$ cat src/source/tile_pkg.sv
package tile_pkg;

  // ------------------------------
  // Sizes
  // ------------------------------
  localparam int DISP_SIZE   = 2;
  localparam int DATA_W      = 32;
  localparam int ROB_SIZE    = 8;
  localparam int CMT_ID_W    = 3;
  localparam int ALU_RS_SIZE = 4;
  localparam int BRU_RS_SIZE = 4;

  // Slot index within a group
  localparam int SLOT_W = 1;

  // Credit counter widths, wide enough to hold a full pool
  localparam int ROB_CNT_W = $clog2(ROB_SIZE + 1);
  localparam int ALU_CNT_W = $clog2(ALU_RS_SIZE + 1);
  localparam int BRU_CNT_W = $clog2(BRU_RS_SIZE + 1);

  // ------------------------------
  // Encodings
  // ------------------------------
  typedef enum logic {
    CAT_ALU = 1'b0,
    CAT_BRU = 1'b1
  } inst_cat_e;

  typedef enum logic [1:0] {
    ALU_ADD = 2'b00,
    ALU_SUB = 2'b01,
    ALU_XOR = 2'b10,
    ALU_AND = 2'b11
  } alu_op_e;

  typedef enum logic {
    BRU_EQ  = 1'b0,
    BRU_LTU = 1'b1
  } bru_cond_e;

  // ------------------------------
  // Shared structs
  // ------------------------------
  // Op field holds alu_op_e or bru_cond_e depending on cat
  typedef struct packed {
    logic              valid;
    inst_cat_e         cat;
    logic [1:0]        op;
    logic [DATA_W-1:0] a;
    logic [DATA_W-1:0] b;
  } disp_inst_t;

  typedef struct packed {
    logic                        valid;
    disp_inst_t [DISP_SIZE-1:0]  inst;
  } disp_grp_t;

  typedef struct packed {
    alu_op_e             op;
    logic [DATA_W-1:0]   a;
    logic [DATA_W-1:0]   b;
    logic [CMT_ID_W-1:0] cmt_id;
    logic [SLOT_W-1:0]   slot;
  } alu_entry_t;

  typedef struct packed {
    bru_cond_e           cond;
    logic [DATA_W-1:0]   a;
    logic [DATA_W-1:0]   b;
    logic [CMT_ID_W-1:0] cmt_id;
    logic [SLOT_W-1:0]   slot;
  } bru_entry_t;

  typedef struct packed {
    logic                valid;
    logic [CMT_ID_W-1:0] cmt_id;
    logic [SLOT_W-1:0]   slot;
    logic [DATA_W-1:0]   result;
  } done_rpt_t;

  typedef struct packed {
    logic                               valid;
    logic [CMT_ID_W-1:0]                cmt_id;
    logic [DISP_SIZE-1:0]               slot_valid;
    logic [DISP_SIZE-1:0][DATA_W-1:0]   result;
  } commit_t;

endpackage
$ cat src/source/tile_core.sv
`timescale 1ns/100ps

module tile_core (
  input  logic                  i_clk,
  input  logic                  i_rst_n,
  input  tile_pkg::disp_grp_t   i_disp,
  output logic                  o_disp_ready,
  output tile_pkg::commit_t     o_commit
);

  logic                            w_accept;
  logic [tile_pkg::DISP_SIZE-1:0]  w_alu_push_mask;
  logic [tile_pkg::DISP_SIZE-1:0]  w_bru_push_mask;
  logic                            w_alu_return;
  logic                            w_bru_return;
  logic                            w_rob_return;
  logic [tile_pkg::CMT_ID_W-1:0]   w_new_cmt_id;
  tile_pkg::alu_entry_t            w_alu_entries [tile_pkg::DISP_SIZE];
  tile_pkg::bru_entry_t            w_bru_entries [tile_pkg::DISP_SIZE];
  logic                            w_alu_issue_valid;
  logic                            w_bru_issue_valid;
  tile_pkg::alu_entry_t            w_alu_issue_entry;
  tile_pkg::bru_entry_t            w_bru_issue_entry;
  tile_pkg::done_rpt_t             w_alu_done;
  tile_pkg::done_rpt_t             w_bru_done;

  // Tag each slot with the group id and its slot index
  for (genvar d = 0; d < tile_pkg::DISP_SIZE; d++) begin : g_entry
    assign w_alu_entries[d] = '{op:     tile_pkg::alu_op_e'(i_disp.inst[d].op),
                                a:      i_disp.inst[d].a,
                                b:      i_disp.inst[d].b,
                                cmt_id: w_new_cmt_id,
                                slot:   (tile_pkg::SLOT_W)'(d)};
    assign w_bru_entries[d] = '{cond:   tile_pkg::bru_cond_e'(i_disp.inst[d].op[0]),
                                a:      i_disp.inst[d].a,
                                b:      i_disp.inst[d].b,
                                cmt_id: w_new_cmt_id,
                                slot:   (tile_pkg::SLOT_W)'(d)};
  end

  dispatch_ctrl u_dispatch_ctrl (
    .i_clk           (i_clk),
    .i_rst_n         (i_rst_n),
    .i_disp          (i_disp),
    .i_alu_return    (w_alu_return),
    .i_bru_return    (w_bru_return),
    .i_rob_return    (w_rob_return),
    .o_disp_ready    (o_disp_ready),
    .o_accept        (w_accept),
    .o_alu_push_mask (w_alu_push_mask),
    .o_bru_push_mask (w_bru_push_mask)
  );

  issue_queue #(
    .T_ENTRY (tile_pkg::alu_entry_t),
    .DEPTH   (tile_pkg::ALU_RS_SIZE)
  ) u_alu_queue (
    .i_clk           (i_clk),
    .i_rst_n         (i_rst_n),
    .i_push_mask     (w_alu_push_mask),
    .i_entries       (w_alu_entries),
    .o_issue_valid   (w_alu_issue_valid),
    .o_issue_entry   (w_alu_issue_entry),
    .o_credit_return (w_alu_return)
  );

  issue_queue #(
    .T_ENTRY (tile_pkg::bru_entry_t),
    .DEPTH   (tile_pkg::BRU_RS_SIZE)
  ) u_bru_queue (
    .i_clk           (i_clk),
    .i_rst_n         (i_rst_n),
    .i_push_mask     (w_bru_push_mask),
    .i_entries       (w_bru_entries),
    .o_issue_valid   (w_bru_issue_valid),
    .o_issue_entry   (w_bru_issue_entry),
    .o_credit_return (w_bru_return)
  );

  alu_pipe u_alu_pipe (
    .i_clk   (i_clk),
    .i_rst_n (i_rst_n),
    .i_valid (w_alu_issue_valid),
    .i_entry (w_alu_issue_entry),
    .o_done  (w_alu_done)
  );

  bru_pipe u_bru_pipe (
    .i_clk   (i_clk),
    .i_rst_n (i_rst_n),
    .i_valid (w_bru_issue_valid),
    .i_entry (w_bru_issue_entry),
    .o_done  (w_bru_done)
  );

  rob u_rob (
    .i_clk        (i_clk),
    .i_rst_n      (i_rst_n),
    .i_accept     (w_accept),
    .i_disp       (i_disp),
    .i_alu_done   (w_alu_done),
    .i_bru_done   (w_bru_done),
    .o_new_cmt_id (w_new_cmt_id),
    .o_commit     (o_commit),
    .o_rob_return (w_rob_return)
  );

endmodule

$ cat src/source/rob.sv
`timescale 1ns/100ps

module rob (
  input  logic                            i_clk,
  input  logic                            i_rst_n,
  input  logic                            i_accept,
  input  tile_pkg::disp_grp_t             i_disp,
  input  tile_pkg::done_rpt_t             i_alu_done,
  input  tile_pkg::done_rpt_t             i_bru_done,
  output logic [tile_pkg::CMT_ID_W-1:0]   o_new_cmt_id,
  output tile_pkg::commit_t               o_commit,
  output logic                            o_rob_return
);

  logic [tile_pkg::ROB_SIZE-1:0]                         r_valid;
  logic [tile_pkg::DISP_SIZE-1:0]                        r_slot_valid [tile_pkg::ROB_SIZE];
  logic [tile_pkg::DISP_SIZE-1:0]                        r_done [tile_pkg::ROB_SIZE];
  logic [tile_pkg::DISP_SIZE-1:0][tile_pkg::DATA_W-1:0]  r_result [tile_pkg::ROB_SIZE];
  logic [tile_pkg::CMT_ID_W-1:0]                         r_head;
  logic [tile_pkg::CMT_ID_W-1:0]                         r_tail;
  logic [tile_pkg::DISP_SIZE-1:0]                        w_disp_mask;
  logic                                                  w_head_cmt;
  tile_pkg::commit_t                                     r_commit;

  always_comb begin
    for (int d = 0; d < tile_pkg::DISP_SIZE; d++) begin
      w_disp_mask[d] = i_disp.inst[d].valid;
    end
  end

  // Head retires once every valid slot has reported
  assign w_head_cmt = r_valid[r_head] &&
                      (&(r_done[r_head] | ~r_slot_valid[r_head]));

  // ------------------------------
  // Entry state
  // ------------------------------
  always_ff @(posedge i_clk) begin
    if (!i_rst_n) begin
      r_valid <= '0;
      r_head  <= '0;
      r_tail  <= '0;
    end else begin
      if (i_accept) begin
        r_valid[r_tail] <= 1'b1;
        r_tail          <= r_tail + 1'b1;
      end
      if (w_head_cmt) begin
        r_valid[r_head] <= 1'b0;
        r_head          <= r_head + 1'b1;
      end
    end
  end

  // Allocation and done reports never target the same entry
  always_ff @(posedge i_clk) begin
    if (i_accept) begin
      r_slot_valid[r_tail] <= w_disp_mask;
      r_done[r_tail]       <= '0;
    end
    if (i_alu_done.valid) begin
      r_done[i_alu_done.cmt_id][i_alu_done.slot]   <= 1'b1;
      r_result[i_alu_done.cmt_id][i_alu_done.slot] <= i_alu_done.result;
    end
    if (i_bru_done.valid) begin
      r_done[i_bru_done.cmt_id][i_bru_done.slot]   <= 1'b1;
      r_result[i_bru_done.cmt_id][i_bru_done.slot] <= i_bru_done.result;
    end
  end

  // ------------------------------
  // Commit
  // ------------------------------
  always_ff @(posedge i_clk) begin
    if (!i_rst_n) begin
      r_commit.valid <= 1'b0;
    end else begin
      r_commit.valid      <= w_head_cmt;
      r_commit.cmt_id     <= r_head;
      r_commit.slot_valid <= r_slot_valid[r_head];
      r_commit.result     <= r_result[r_head];
    end
  end

  assign o_commit     = r_commit;
  assign o_rob_return = r_commit.valid;
  assign o_new_cmt_id = r_tail;

endmodule

$ cat src/source/bru_pipe.sv
`timescale 1ns/100ps

module bru_pipe (
  input  logic                   i_clk,
  input  logic                   i_rst_n,
  input  logic                   i_valid,
  input  tile_pkg::bru_entry_t   i_entry,
  output tile_pkg::done_rpt_t    o_done
);

  logic                          w_taken;
  logic                          r_ex1_valid;
  logic                          r_ex1_taken;
  logic [tile_pkg::CMT_ID_W-1:0] r_ex1_cmt_id;
  logic [tile_pkg::SLOT_W-1:0]   r_ex1_slot;
  tile_pkg::done_rpt_t           r_done;

  // Unsigned compare for LTU
  always_comb begin
    if (i_entry.cond == tile_pkg::BRU_EQ) begin
      w_taken = (i_entry.a == i_entry.b);
    end else begin
      w_taken = (i_entry.a < i_entry.b);
    end
  end

  // ------------------------------
  // EX1
  // ------------------------------
  always_ff @(posedge i_clk) begin
    if (!i_rst_n) begin
      r_ex1_valid <= 1'b0;
    end else begin
      r_ex1_valid <= i_valid;
    end
  end

  always_ff @(posedge i_clk) begin
    r_ex1_taken  <= w_taken;
    r_ex1_cmt_id <= i_entry.cmt_id;
    r_ex1_slot   <= i_entry.slot;
  end

  // EX2, condition goes out in bit 0
  always_ff @(posedge i_clk) begin
    if (!i_rst_n) begin
      r_done.valid <= 1'b0;
    end else begin
      r_done.valid  <= r_ex1_valid;
      r_done.cmt_id <= r_ex1_cmt_id;
      r_done.slot   <= r_ex1_slot;
      r_done.result <= {{(tile_pkg::DATA_W - 1){1'b0}}, r_ex1_taken};
    end
  end

  assign o_done = r_done;

endmodule

$ cat src/source/alu_pipe.sv
`timescale 1ns/100ps

module alu_pipe (
  input  logic                   i_clk,
  input  logic                   i_rst_n,
  input  logic                   i_valid,
  input  tile_pkg::alu_entry_t   i_entry,
  output tile_pkg::done_rpt_t    o_done
);

  logic [tile_pkg::DATA_W-1:0]   w_result;
  logic                          r_ex1_valid;
  logic [tile_pkg::DATA_W-1:0]   r_ex1_result;
  logic [tile_pkg::CMT_ID_W-1:0] r_ex1_cmt_id;
  logic [tile_pkg::SLOT_W-1:0]   r_ex1_slot;
  tile_pkg::done_rpt_t           r_done;

  // Wraps at 32 bits
  always_comb begin
    case (i_entry.op)
      tile_pkg::ALU_ADD: w_result = i_entry.a + i_entry.b;
      tile_pkg::ALU_SUB: w_result = i_entry.a - i_entry.b;
      tile_pkg::ALU_XOR: w_result = i_entry.a ^ i_entry.b;
      default:           w_result = i_entry.a & i_entry.b;
    endcase
  end

  // ------------------------------
  // EX1
  // ------------------------------
  always_ff @(posedge i_clk) begin
    if (!i_rst_n) begin
      r_ex1_valid <= 1'b0;
    end else begin
      r_ex1_valid <= i_valid;
    end
  end

  always_ff @(posedge i_clk) begin
    r_ex1_result <= w_result;
    r_ex1_cmt_id <= i_entry.cmt_id;
    r_ex1_slot   <= i_entry.slot;
  end

  // EX2 done report
  always_ff @(posedge i_clk) begin
    if (!i_rst_n) begin
      r_done.valid <= 1'b0;
    end else begin
      r_done.valid  <= r_ex1_valid;
      r_done.cmt_id <= r_ex1_cmt_id;
      r_done.slot   <= r_ex1_slot;
      r_done.result <= r_ex1_result;
    end
  end

  assign o_done = r_done;

endmodule

$ cat src/source/issue_queue.sv
`timescale 1ns/100ps

module issue_queue #(
  parameter type T_ENTRY = logic,
  parameter int  DEPTH   = 4
) (
  input  logic                             i_clk,
  input  logic                             i_rst_n,
  input  logic [tile_pkg::DISP_SIZE-1:0]   i_push_mask,
  input  T_ENTRY                           i_entries [tile_pkg::DISP_SIZE],
  output logic                             o_issue_valid,
  output T_ENTRY                           o_issue_entry,
  output logic                             o_credit_return
);

  T_ENTRY                         r_mem [DEPTH];
  logic [$clog2(DEPTH)-1:0]       r_head;
  logic [$clog2(DEPTH)-1:0]       r_tail;
  logic [$clog2(DEPTH + 1)-1:0]   r_count;
  logic [$clog2(DEPTH)-1:0]       w_ofs;
  logic [$clog2(DEPTH)-1:0]       w_wr_idx [tile_pkg::DISP_SIZE];
  logic [$clog2(DEPTH + 1)-1:0]   w_push_num;
  logic [$clog2(DEPTH + 1)-1:0]   w_count_next;

  // Masked slots pack into consecutive entries, slot 0 first
  always_comb begin
    w_ofs      = '0;
    w_push_num = '0;
    for (int s = 0; s < tile_pkg::DISP_SIZE; s++) begin
      w_wr_idx[s] = r_tail + w_ofs;
      if (i_push_mask[s]) begin
        w_ofs      = w_ofs + 1'b1;
        w_push_num = w_push_num + 1'b1;
      end
    end
    w_count_next = r_count + w_push_num;
    if (o_issue_valid) begin
      w_count_next = w_count_next - 1'b1;
    end
  end

  always_ff @(posedge i_clk) begin
    for (int s = 0; s < tile_pkg::DISP_SIZE; s++) begin
      if (i_push_mask[s]) begin
        r_mem[w_wr_idx[s]] <= i_entries[s];
      end
    end
  end

  always_ff @(posedge i_clk) begin
    if (!i_rst_n) begin
      r_head  <= '0;
      r_tail  <= '0;
      r_count <= '0;
    end else begin
      r_tail  <= r_tail + w_ofs;
      r_count <= w_count_next;
      if (o_issue_valid) begin
        r_head <= r_head + 1'b1;
      end
    end
  end

  // Head is always the oldest entry
  assign o_issue_valid   = (r_count != '0);
  assign o_issue_entry   = r_mem[r_head];
  assign o_credit_return = o_issue_valid;

endmodule

$ cat src/source/dispatch_ctrl.sv
`timescale 1ns/100ps

module dispatch_ctrl (
  input  logic                             i_clk,
  input  logic                             i_rst_n,
  input  tile_pkg::disp_grp_t              i_disp,
  input  logic                             i_alu_return,
  input  logic                             i_bru_return,
  input  logic                             i_rob_return,
  output logic                             o_disp_ready,
  output logic                             o_accept,
  output logic [tile_pkg::DISP_SIZE-1:0]   o_alu_push_mask,
  output logic [tile_pkg::DISP_SIZE-1:0]   o_bru_push_mask
);

  logic [tile_pkg::DISP_SIZE-1:0] w_alu_mask;
  logic [tile_pkg::DISP_SIZE-1:0] w_bru_mask;
  logic [tile_pkg::ALU_CNT_W-1:0] w_alu_cnt;
  logic [tile_pkg::BRU_CNT_W-1:0] w_bru_cnt;
  logic [tile_pkg::ROB_CNT_W-1:0] w_rob_credit;
  logic [tile_pkg::ALU_CNT_W-1:0] w_alu_credit;
  logic [tile_pkg::BRU_CNT_W-1:0] w_bru_credit;

  // ------------------------------
  // Per-category slot count
  // ------------------------------
  always_comb begin
    w_alu_cnt = '0;
    w_bru_cnt = '0;
    for (int d = 0; d < tile_pkg::DISP_SIZE; d++) begin
      w_alu_mask[d] = i_disp.valid && i_disp.inst[d].valid &&
                      (i_disp.inst[d].cat == tile_pkg::CAT_ALU);
      w_bru_mask[d] = i_disp.valid && i_disp.inst[d].valid &&
                      (i_disp.inst[d].cat == tile_pkg::CAT_BRU);
      if (w_alu_mask[d]) begin
        w_alu_cnt = w_alu_cnt + 1'b1;
      end
      if (w_bru_mask[d]) begin
        w_bru_cnt = w_bru_cnt + 1'b1;
      end
    end
  end

  // One ROB entry plus a queue slot per instruction
  assign o_disp_ready = (w_rob_credit != '0) &&
                        (w_alu_cnt <= w_alu_credit) &&
                        (w_bru_cnt <= w_bru_credit);

  assign o_accept        = i_disp.valid && o_disp_ready;
  assign o_alu_push_mask = w_alu_mask & {tile_pkg::DISP_SIZE{o_accept}};
  assign o_bru_push_mask = w_bru_mask & {tile_pkg::DISP_SIZE{o_accept}};

  // ------------------------------
  // Credit pools
  // ------------------------------
  credit_counter #(.MAX_CREDIT(tile_pkg::ROB_SIZE)) u_rob_credit (
    .i_clk       (i_clk),
    .i_rst_n     (i_rst_n),
    .i_alloc_num ({{(tile_pkg::ROB_CNT_W - 1){1'b0}}, o_accept}),
    .i_return    (i_rob_return),
    .o_credit    (w_rob_credit)
  );

  credit_counter #(.MAX_CREDIT(tile_pkg::ALU_RS_SIZE)) u_alu_credit (
    .i_clk       (i_clk),
    .i_rst_n     (i_rst_n),
    .i_alloc_num (o_accept ? w_alu_cnt : '0),
    .i_return    (i_alu_return),
    .o_credit    (w_alu_credit)
  );

  credit_counter #(.MAX_CREDIT(tile_pkg::BRU_RS_SIZE)) u_bru_credit (
    .i_clk       (i_clk),
    .i_rst_n     (i_rst_n),
    .i_alloc_num (o_accept ? w_bru_cnt : '0),
    .i_return    (i_bru_return),
    .o_credit    (w_bru_credit)
  );

endmodule

$ cat src/source/credit_counter.sv
`timescale 1ns/100ps

module credit_counter #(
  parameter int MAX_CREDIT = 4
) (
  input  logic                                i_clk,
  input  logic                                i_rst_n,
  input  logic [$clog2(MAX_CREDIT + 1)-1:0]   i_alloc_num,
  input  logic                                i_return,
  output logic [$clog2(MAX_CREDIT + 1)-1:0]   o_credit
);

  logic [$clog2(MAX_CREDIT + 1)-1:0] r_credit;
  logic [$clog2(MAX_CREDIT + 1)-1:0] w_credit_next;

  // Allocation and return may land in the same cycle
  always_comb begin
    w_credit_next = r_credit - i_alloc_num;
    if (i_return) begin
      w_credit_next = w_credit_next + 1'b1;
    end
  end

  // Pool starts full
  always_ff @(posedge i_clk) begin
    if (!i_rst_n) begin
      r_credit <= ($clog2(MAX_CREDIT + 1))'(MAX_CREDIT);
    end else begin
      r_credit <= w_credit_next;
    end
  end

  assign o_credit = r_credit;

endmodule

$ cat config.mk
export PLATFORM = sky130hd
export DESIGN_NAME = tile_core
export DESIGN_NICKNAME = d
export VERILOG_FILES = /design/src/source/tile_pkg.sv /design/src/source/tile_core.sv /design/src/source/rob.sv /design/src/source/bru_pipe.sv /design/src/source/alu_pipe.sv /design/src/source/issue_queue.sv /design/src/source/dispatch_ctrl.sv /design/src/source/credit_counter.sv
export SDC_FILE = /design/constraint.sdc
export NUM_CORES = 2
export LEC_CHECK = 0
export ABC_CLOCK_PERIOD_IN_PS = 11900
export BUFFER_PORTS_ARGS = -buffer_cell sky130_fd_sc_hd__buf_2
export CAP_MARGIN = 10
export CORE_MARGIN = 1.5
export CORE_UTILIZATION = 34
export CTS_BUF_LIST = sky130_fd_sc_hd__clkbuf_2 sky130_fd_sc_hd__clkbuf_4 sky130_fd_sc_hd__clkbuf_8
export DETAILED_ROUTE_END_ITERATION = 6
export PLACE_DENSITY = 0.59
export SYNTH_ARGS = -nofsm -noshare
export SYNTH_HDL_FRONTEND = slang
export SYNTH_SLANG_ARGS = --single-unit
$ cat constraint.sdc
create_clock -name i_clk -period 11.9 [get_ports i_clk]
set_input_delay 2.38 -clock i_clk [delete_from_list [all_inputs] [get_ports i_clk]]
set_output_delay 2.38 -clock i_clk [all_outputs]
set_load 0.03 [all_outputs]
### After elaboration in Yosys (flattened, before gate mapping)

Memory sizes are Yosys's and may differ from the RTL's. A register that Yosys moved wholly into a read port is not among the register bits.
Index checks and enable logic that the tools add are counted.

* logic and storage cells: 168
* register bits after elaboration: 130
* input port bits: 139
* output and inout port bits: 71
* memories kept: 5
* RAM bits: 1100

Memories
* u_rob.r_result: depth 8, bits a word 64, read ports 1, clocked after memory_dff 1, wr ports 2, line rob.sv:18 `logic [tile_pkg::DISP_SIZE-1:0][tile_pkg::DATA_W-1:0] r_result [tile_pkg::ROB_SIZE];`
* u_alu_queue.r_mem: depth 4, bits a word 70, read ports 1, clocked after memory_dff 1, wr ports 2, line issue_queue.sv:16 `T_ENTRY r_mem [DEPTH];`
* u_bru_queue.r_mem: depth 4, bits a word 69, read ports 1, clocked after memory_dff 1, wr ports 2, line issue_queue.sv:16
* u_rob.r_done: depth 8, bits a word 2, read ports 1, clocked after memory_dff 1, wr ports 3, line rob.sv:17 `logic [tile_pkg::DISP_SIZE-1:0] r_done [tile_pkg::ROB_SIZE];`
* u_rob.r_slot_valid: depth 8, bits a word 2, read ports 1, clocked after memory_dff 1, wr ports 1, line rob.sv:16 `logic [tile_pkg::DISP_SIZE-1:0] r_slot_valid [tile_pkg::ROB_SIZE];`

* bitwise logic cells: 11
* add/sub/neg operators: 26
* reductions and logical operators: 19
* multiplexer cells: 62
* $lt $le $gt $ge: 11
* equality and inequality tests: 3

Operator list (number)
* 64-bit 2-to-1 mux: 2
* 32-bit one-hot mux with 3 select lines: 1
* 32-bit demux with 1-bit select: 2
* 32-bit 2-to-1 mux: 2
* 3-bit 2-to-1 mux: 14
* 32-bit adder: 1
* 32-bit AND: 1
* 32-bit == test: 1
* 32-bit less-than comparator: 1
* 32-bit subtractor: 1
* 32-bit XOR: 1
* 1-bit 2-to-1 mux: 24
* 8-bit 2-to-1 mux: 3
* 3-bit by 1-bit adder with 3-bit output (second input constant): 6
* 2-bit 2-to-1 mux: 8
* 1-bit logical AND: 14
* 1-bit by 1-bit adder with 2-bit output (second input constant): 4
* 8-bit AND: 1
* 3-bit by 4-bit less-than comparator with 1-bit output (second input constant): 2
* 8-bit inverter: 1
* 8-bit bitwise OR: 1
* 3-bit adder: 2
* 1-bit demux with 3-bit select: 2
* 3-bit by 1-bit >= comparator with 1-bit output (second input constant): 2
* 23 further kinds: 35

### Depth between registers and ports, before layout

* depth in word-level cells: 16
* depth in mapped cells: 21
* depth with buffers taken out: 18

### By module

Synthesis repeated with hierarchy kept, for this count alone.

* cells, all modules: 4201
* area total of the unflattened synthesis: 65481.6 µm²

By module, submodules not included
* rob: cells each 1907, area an instance 29565.9 µm², times used 1, seq. area each 18607.8 µm²
* issue_queue (u_alu_queue): cells each 728, area an instance 14163.6 µm², times used 1, seq. area each 8588.2 µm²
* issue_queue (u_bru_queue): cells each 718, area an instance 13972.2 µm², times used 1, seq. area each 8468.1 µm²
* alu_pipe: cells each 574, area an instance 5417.7 µm², times used 1, seq. area each 1841.8 µm²
* bru_pipe: cells each 161, area an instance 1351.3 µm², times used 1, seq. area each 290.3 µm²
* credit_counter (u_dispatch_ctrl.u_alu_credit ...): cells each 19, area an instance 193.9 µm², times used 2, seq. area each 60.1 µm²
* dispatch_ctrl: cells each 41, area an instance 331.6 µm², times used 1, seq. area each 0.0 µm²
* credit_counter (u_dispatch_ctrl.u_rob_credit): cells each 32, area an instance 284.0 µm², times used 1, seq. area each 80.1 µm²
* tile_core: cells each 2, area an instance 7.5 µm², times used 1, seq. area each 0.0 µm²

### Worst setup path before layout

No wires, ideal clock.

* path kind: input port to flip-flop
* from: input port i_disp[135] in the netlist's numbering
* to: memory u_alu_queue.r_mem[3][1] in the netlist's numbering, data pin
* path slack: 1727 ps
* path buffers: 0
* setup time: 168 ps
* arrival: 10005 ps
* required time: 11732 ps
* cell stages on the path: 12
* cells stage by stage: and3_1 ha_1 ha_1 nor2b_1 o21ai_0 nand2_1 a21oi_1 and2_1 ha_1 xnor2_1 o21ai_0 and2_1

RTL lines
* from (decl): line tile_core.sv:6 `input tile_pkg::disp_grp_t i_disp,`
* to (decl): line issue_queue.sv:16

### Worst setup path after layout

* from: input port i_disp[135] in the netlist's numbering
* to: output port o_disp_ready

* word-level cells in the longest chain between the ends: 6
* elaborated cells on any way between the ends: 9
* classes of those cells: order compare: 2; mux: 2; reduce/logical: 5

RTL lines
* 1-bit logical AND (*): line dispatch_ctrl.sv:31, dispatch_ctrl.sv:33
* 1-bit logical AND: line dispatch_ctrl.sv:31 `w_alu_mask[d] = i_disp.valid && i_disp.inst[d].valid &&`
* 3-bit 2-to-1 mux: line dispatch_ctrl.sv:35 `if (w_alu_mask[d]) begin`
* 3-bit <= comparator: line dispatch_ctrl.sv:46 `(w_alu_cnt <= w_alu_credit) &&`
* 1-bit logical AND: line dispatch_ctrl.sv:45 `assign o_disp_ready = (w_rob_credit != '0) &&`
* 1-bit logical AND (*): line dispatch_ctrl.sv:46
* to (decl): line tile_core.sv:7 `output logic o_disp_ready,`

Mark *: on every way between the ends. The rest lies on a longest branch, timed or not.

==> results.toml <==
[sta]
fmax_ghz = 0.1506
finalSetupViolCount = 0
tns_ps = 0
setup_slack_ps = 5259
fin_crit_ps = 6641
fin_skew_ps = 37.97
maxSlewViolCount = 0
worstMarginPinSlew_ps = 1185
fin_crit_sh_pct = 55.80
rsz0062_at_grt = "no"
hold_viol_final = 0
relSlewSlack_pct = 20.80

[grt]
grtUsageTotal_pct = 19.82
grt_max_degree = 87
grt_pass1_vias = 41785
antenna_found_initial = 28
overflow = 0
grt_first_pass_wirelength_mm = 269.5

[placed_design]
io_buffers = 209
place_ws_ps = 4349
place.gp.congestion = 0.8350
hpwl_mm = 112.2

[floorplanning]
start_util_pct = 34.23
ioPinCount = 210
die_x_microns = 421.6
design.die.area_sq_um = 177700
core_area_sq_um = 174000
die_h_microns = 421.6
fp-row-count = 153

[critical_path]
cp_top_family = "adder cells"
cp-start-kind = "input pin"
cp.required_ps = 9520
ff2ff_setup_slack_ps = 5350
path_cells = "buf_2 -> and3_1 -> ha_1 -> ha_1 -> nor2b_1 -> o21ai_0 -> nand2_1 -> a21oi_1 -> buf_2"
endpoint = "o_disp_ready"
arrival_ps = 4260
path_class = "in2out"
reg2regPathDepth = 17
cp_max_fo = 10
end_kind = "output pin"
regToRegEndpoint = "u_alu_pipe.r_ex1_result[30]"
crit_cells = 9
slowest_delay_ps = 300
critPathLaunch = "i_disp[135]"
crit_buf_inv = 2
cp_slowest_cell = "a21oi_1"

[logic_synthesis]
yosys.area.top_type_share_pct = 34.78
synth_flop_cell = "edfxtp_1"
synth_edf_count = 690
ys_seq_area_share_pct = 55.32
syn_area_sq_um = 59570
synth-seq-cells = 1301
avgSynthCellArea_sq_um = 11.19
post-synth-top-area-cell = "edfxtp_1"
synthCells = 5325
synth_fp_nets = 5590
synthArstFlopShare_pct = 0
synth_cell_types = 65
ys_top_cells_by_area = "edfxtp_1, dfxtp_1, mux4_2"
yosys_warnings = 0

[layout]
area_delta_synth_final_pct = 11.82
layout_commonest_cell = "nand2_1"
nets = 5515
layout_common_cells = "nand2_1, edfxtp_1, dfxtp_1"
drive_gt1_share_pct = 18.81

[power_and_ir_drop]
power_density_nw_per_um2 = 242.7
leakage_nw = 24.38
ir_drop_mv = 0.1835

[clock_tree]
post_cts_buffers = 0
clk_latency_ps = 950
clockBufferDepth = 3
cts_resized = 0
cts_buffers = 209
cts-hold-fix-buffers = 0
cts.sinks = 1301
cts-root-buf = "clkbuf_8"
clkTransAtPathRegs_ps = 60
h-tree-depth = 4
tritoncts = "done"

[detailed_routing]
vias = 42441
wl_mm = 179.9
vias_per_cell = 5.471
drc = 0
postRouteAntennaNets = 0
avgRoutedWirePerCell_microns = 23.19
drt_iter0_drc = 4177
first_pass_iters = 5

[run]
drv_cap = 0

[outcome]
status = "completed"

[hold_path]
hold_class = "reg2reg"
per-stage QoR:
stage	util (%)	total power, mW	instances	cell area, sq um	hold slack, ps
detailed placement	35.77	12.20	7364	62250	388.7
CTS	38.26	16.21	7743	66570	371.0
global placement	35.77	12.07	7364	62250	385.8
floorplan	-	10.55	5325	59570	385.5
finish	38.28	16.16	7758	66610	377.3
global route	38.27	17.11	7754	66600	379.1
worst reg2reg max path, cell delays in order (launching register included):
cell	delay, ps
dfxtp_4	680
buf_4	640
mux4_1	750
or4_4	560
or3_4	380
nor4_4	390
nor2_1	100
xnor2_1	140
ha_1	380
a21o_1	200
a21o_1	170
a21oi_1	230
o22ai_1	150
o31ai_1	640
a21oi_1	150
or2_2	340
a2111oi_0	380
a221oi_1	100
sequential cells by signal (all words and copies together), names as in the netlist, 4 cells and up, named ones only:
name / flops
u_rob.r_result: 512
u_alu_queue.r_mem: 280
u_bru_queue.r_mem: 276
u_rob.o_commit: 69
u_alu_pipe.o_done: 37
u_alu_pipe.r_ex1_result: 32
u_rob.r_done: 16
u_rob.r_slot_valid: 16
u_rob.r_valid: 8
u_bru_pipe.o_done: 6
u_dispatch_ctrl.u_rob_credit.o_credit: 4
where the power goes:
part / switching [mW] / leakage [nW] / internal, mW
registers: 0.727 / 11.9 / 5.83
logic: 3.16 / 10.2 / 2.44
clock network: 1.83 / 2.29 / 2.18
synthesized netlist by cell type, drive strengths merged (5+ instances only):
cell	n
nand3	18
mux2	29
ha	121
nor2	104
o21ai	65
a21oi	566
a21o	42
xor2	31
a31oi	9
and3b	5
a21boi	9
nand4	13
dfxtp	611
edfxtp	690
mux4	277
and3	11
nor2b	41
o31ai	8
clkbuf	380
and2	32
nand2	1267
inv	86
buf	183
o211ai	6
o21a	12
xnor2	45
a22o	524
nand2b	27
mux2i	20
a211oi	5
nor3	24
fa	5
or4	5
or3	10
o22ai	5
or2	5
cells by family after synthesis:
logic type | synth area share (%)
AO/OA/AOI/OAI | 14.53
XOR/XNOR | 1.117
adder cells (fa/ha/maj) | 2.710
buffers and inverters | 4.138
flip-flops | 55.32
multiplexers | 11.36
AND/OR/NAND/NOR | 10.82
cell type report:
type                    instances  area [sq um]
diodes                         15         37.54
clock buffers                 321          3861
clock inverters                58         460.4
fillers                     16772        107400
inverters                      87         334.1
multi-input cells            3374         24470
flip-flops and latches       1301         32980
well taps                    2325          2909
repair buffers                277          1563
metal layers:
metal	wire length [microns]	part of all wire (%)	vias to the layer above	track usage (%)
li1	-	-	19134	-
met5	21	0.012	-	0
met3	13790	7.7	327	3.618
met1	73300	41	21105	25.51
met2	87490	49	1871	33.16
met4	5281	2.9	4	7.329
how the worst min path moves through the flow:
stage | from | to | slack (ps) | depth (start not counted)
final | u_alu_pipe.r_ex1_result[16] | u_alu_pipe.o_done[16] | 380 | 0
after global routing | u_alu_pipe.r_ex1_result[16] | u_alu_pipe.o_done[16] | 380 | 0
after CTS | u_alu_pipe.r_ex1_result[14] | u_alu_pipe.o_done[14] | 370 | 0
after detailed placement | u_alu_pipe.r_ex1_result[0] | u_alu_pipe.o_done[0] | 390 | 0
after global placement | u_alu_pipe.r_ex1_result[6] | u_alu_pipe.o_done[6] | 390 | 0
after floorplan | u_alu_pipe.r_ex1_result[0] | u_alu_pipe.o_done[0] | 390 | 0
Note: power is estimated with default switching activity, not from simulation.
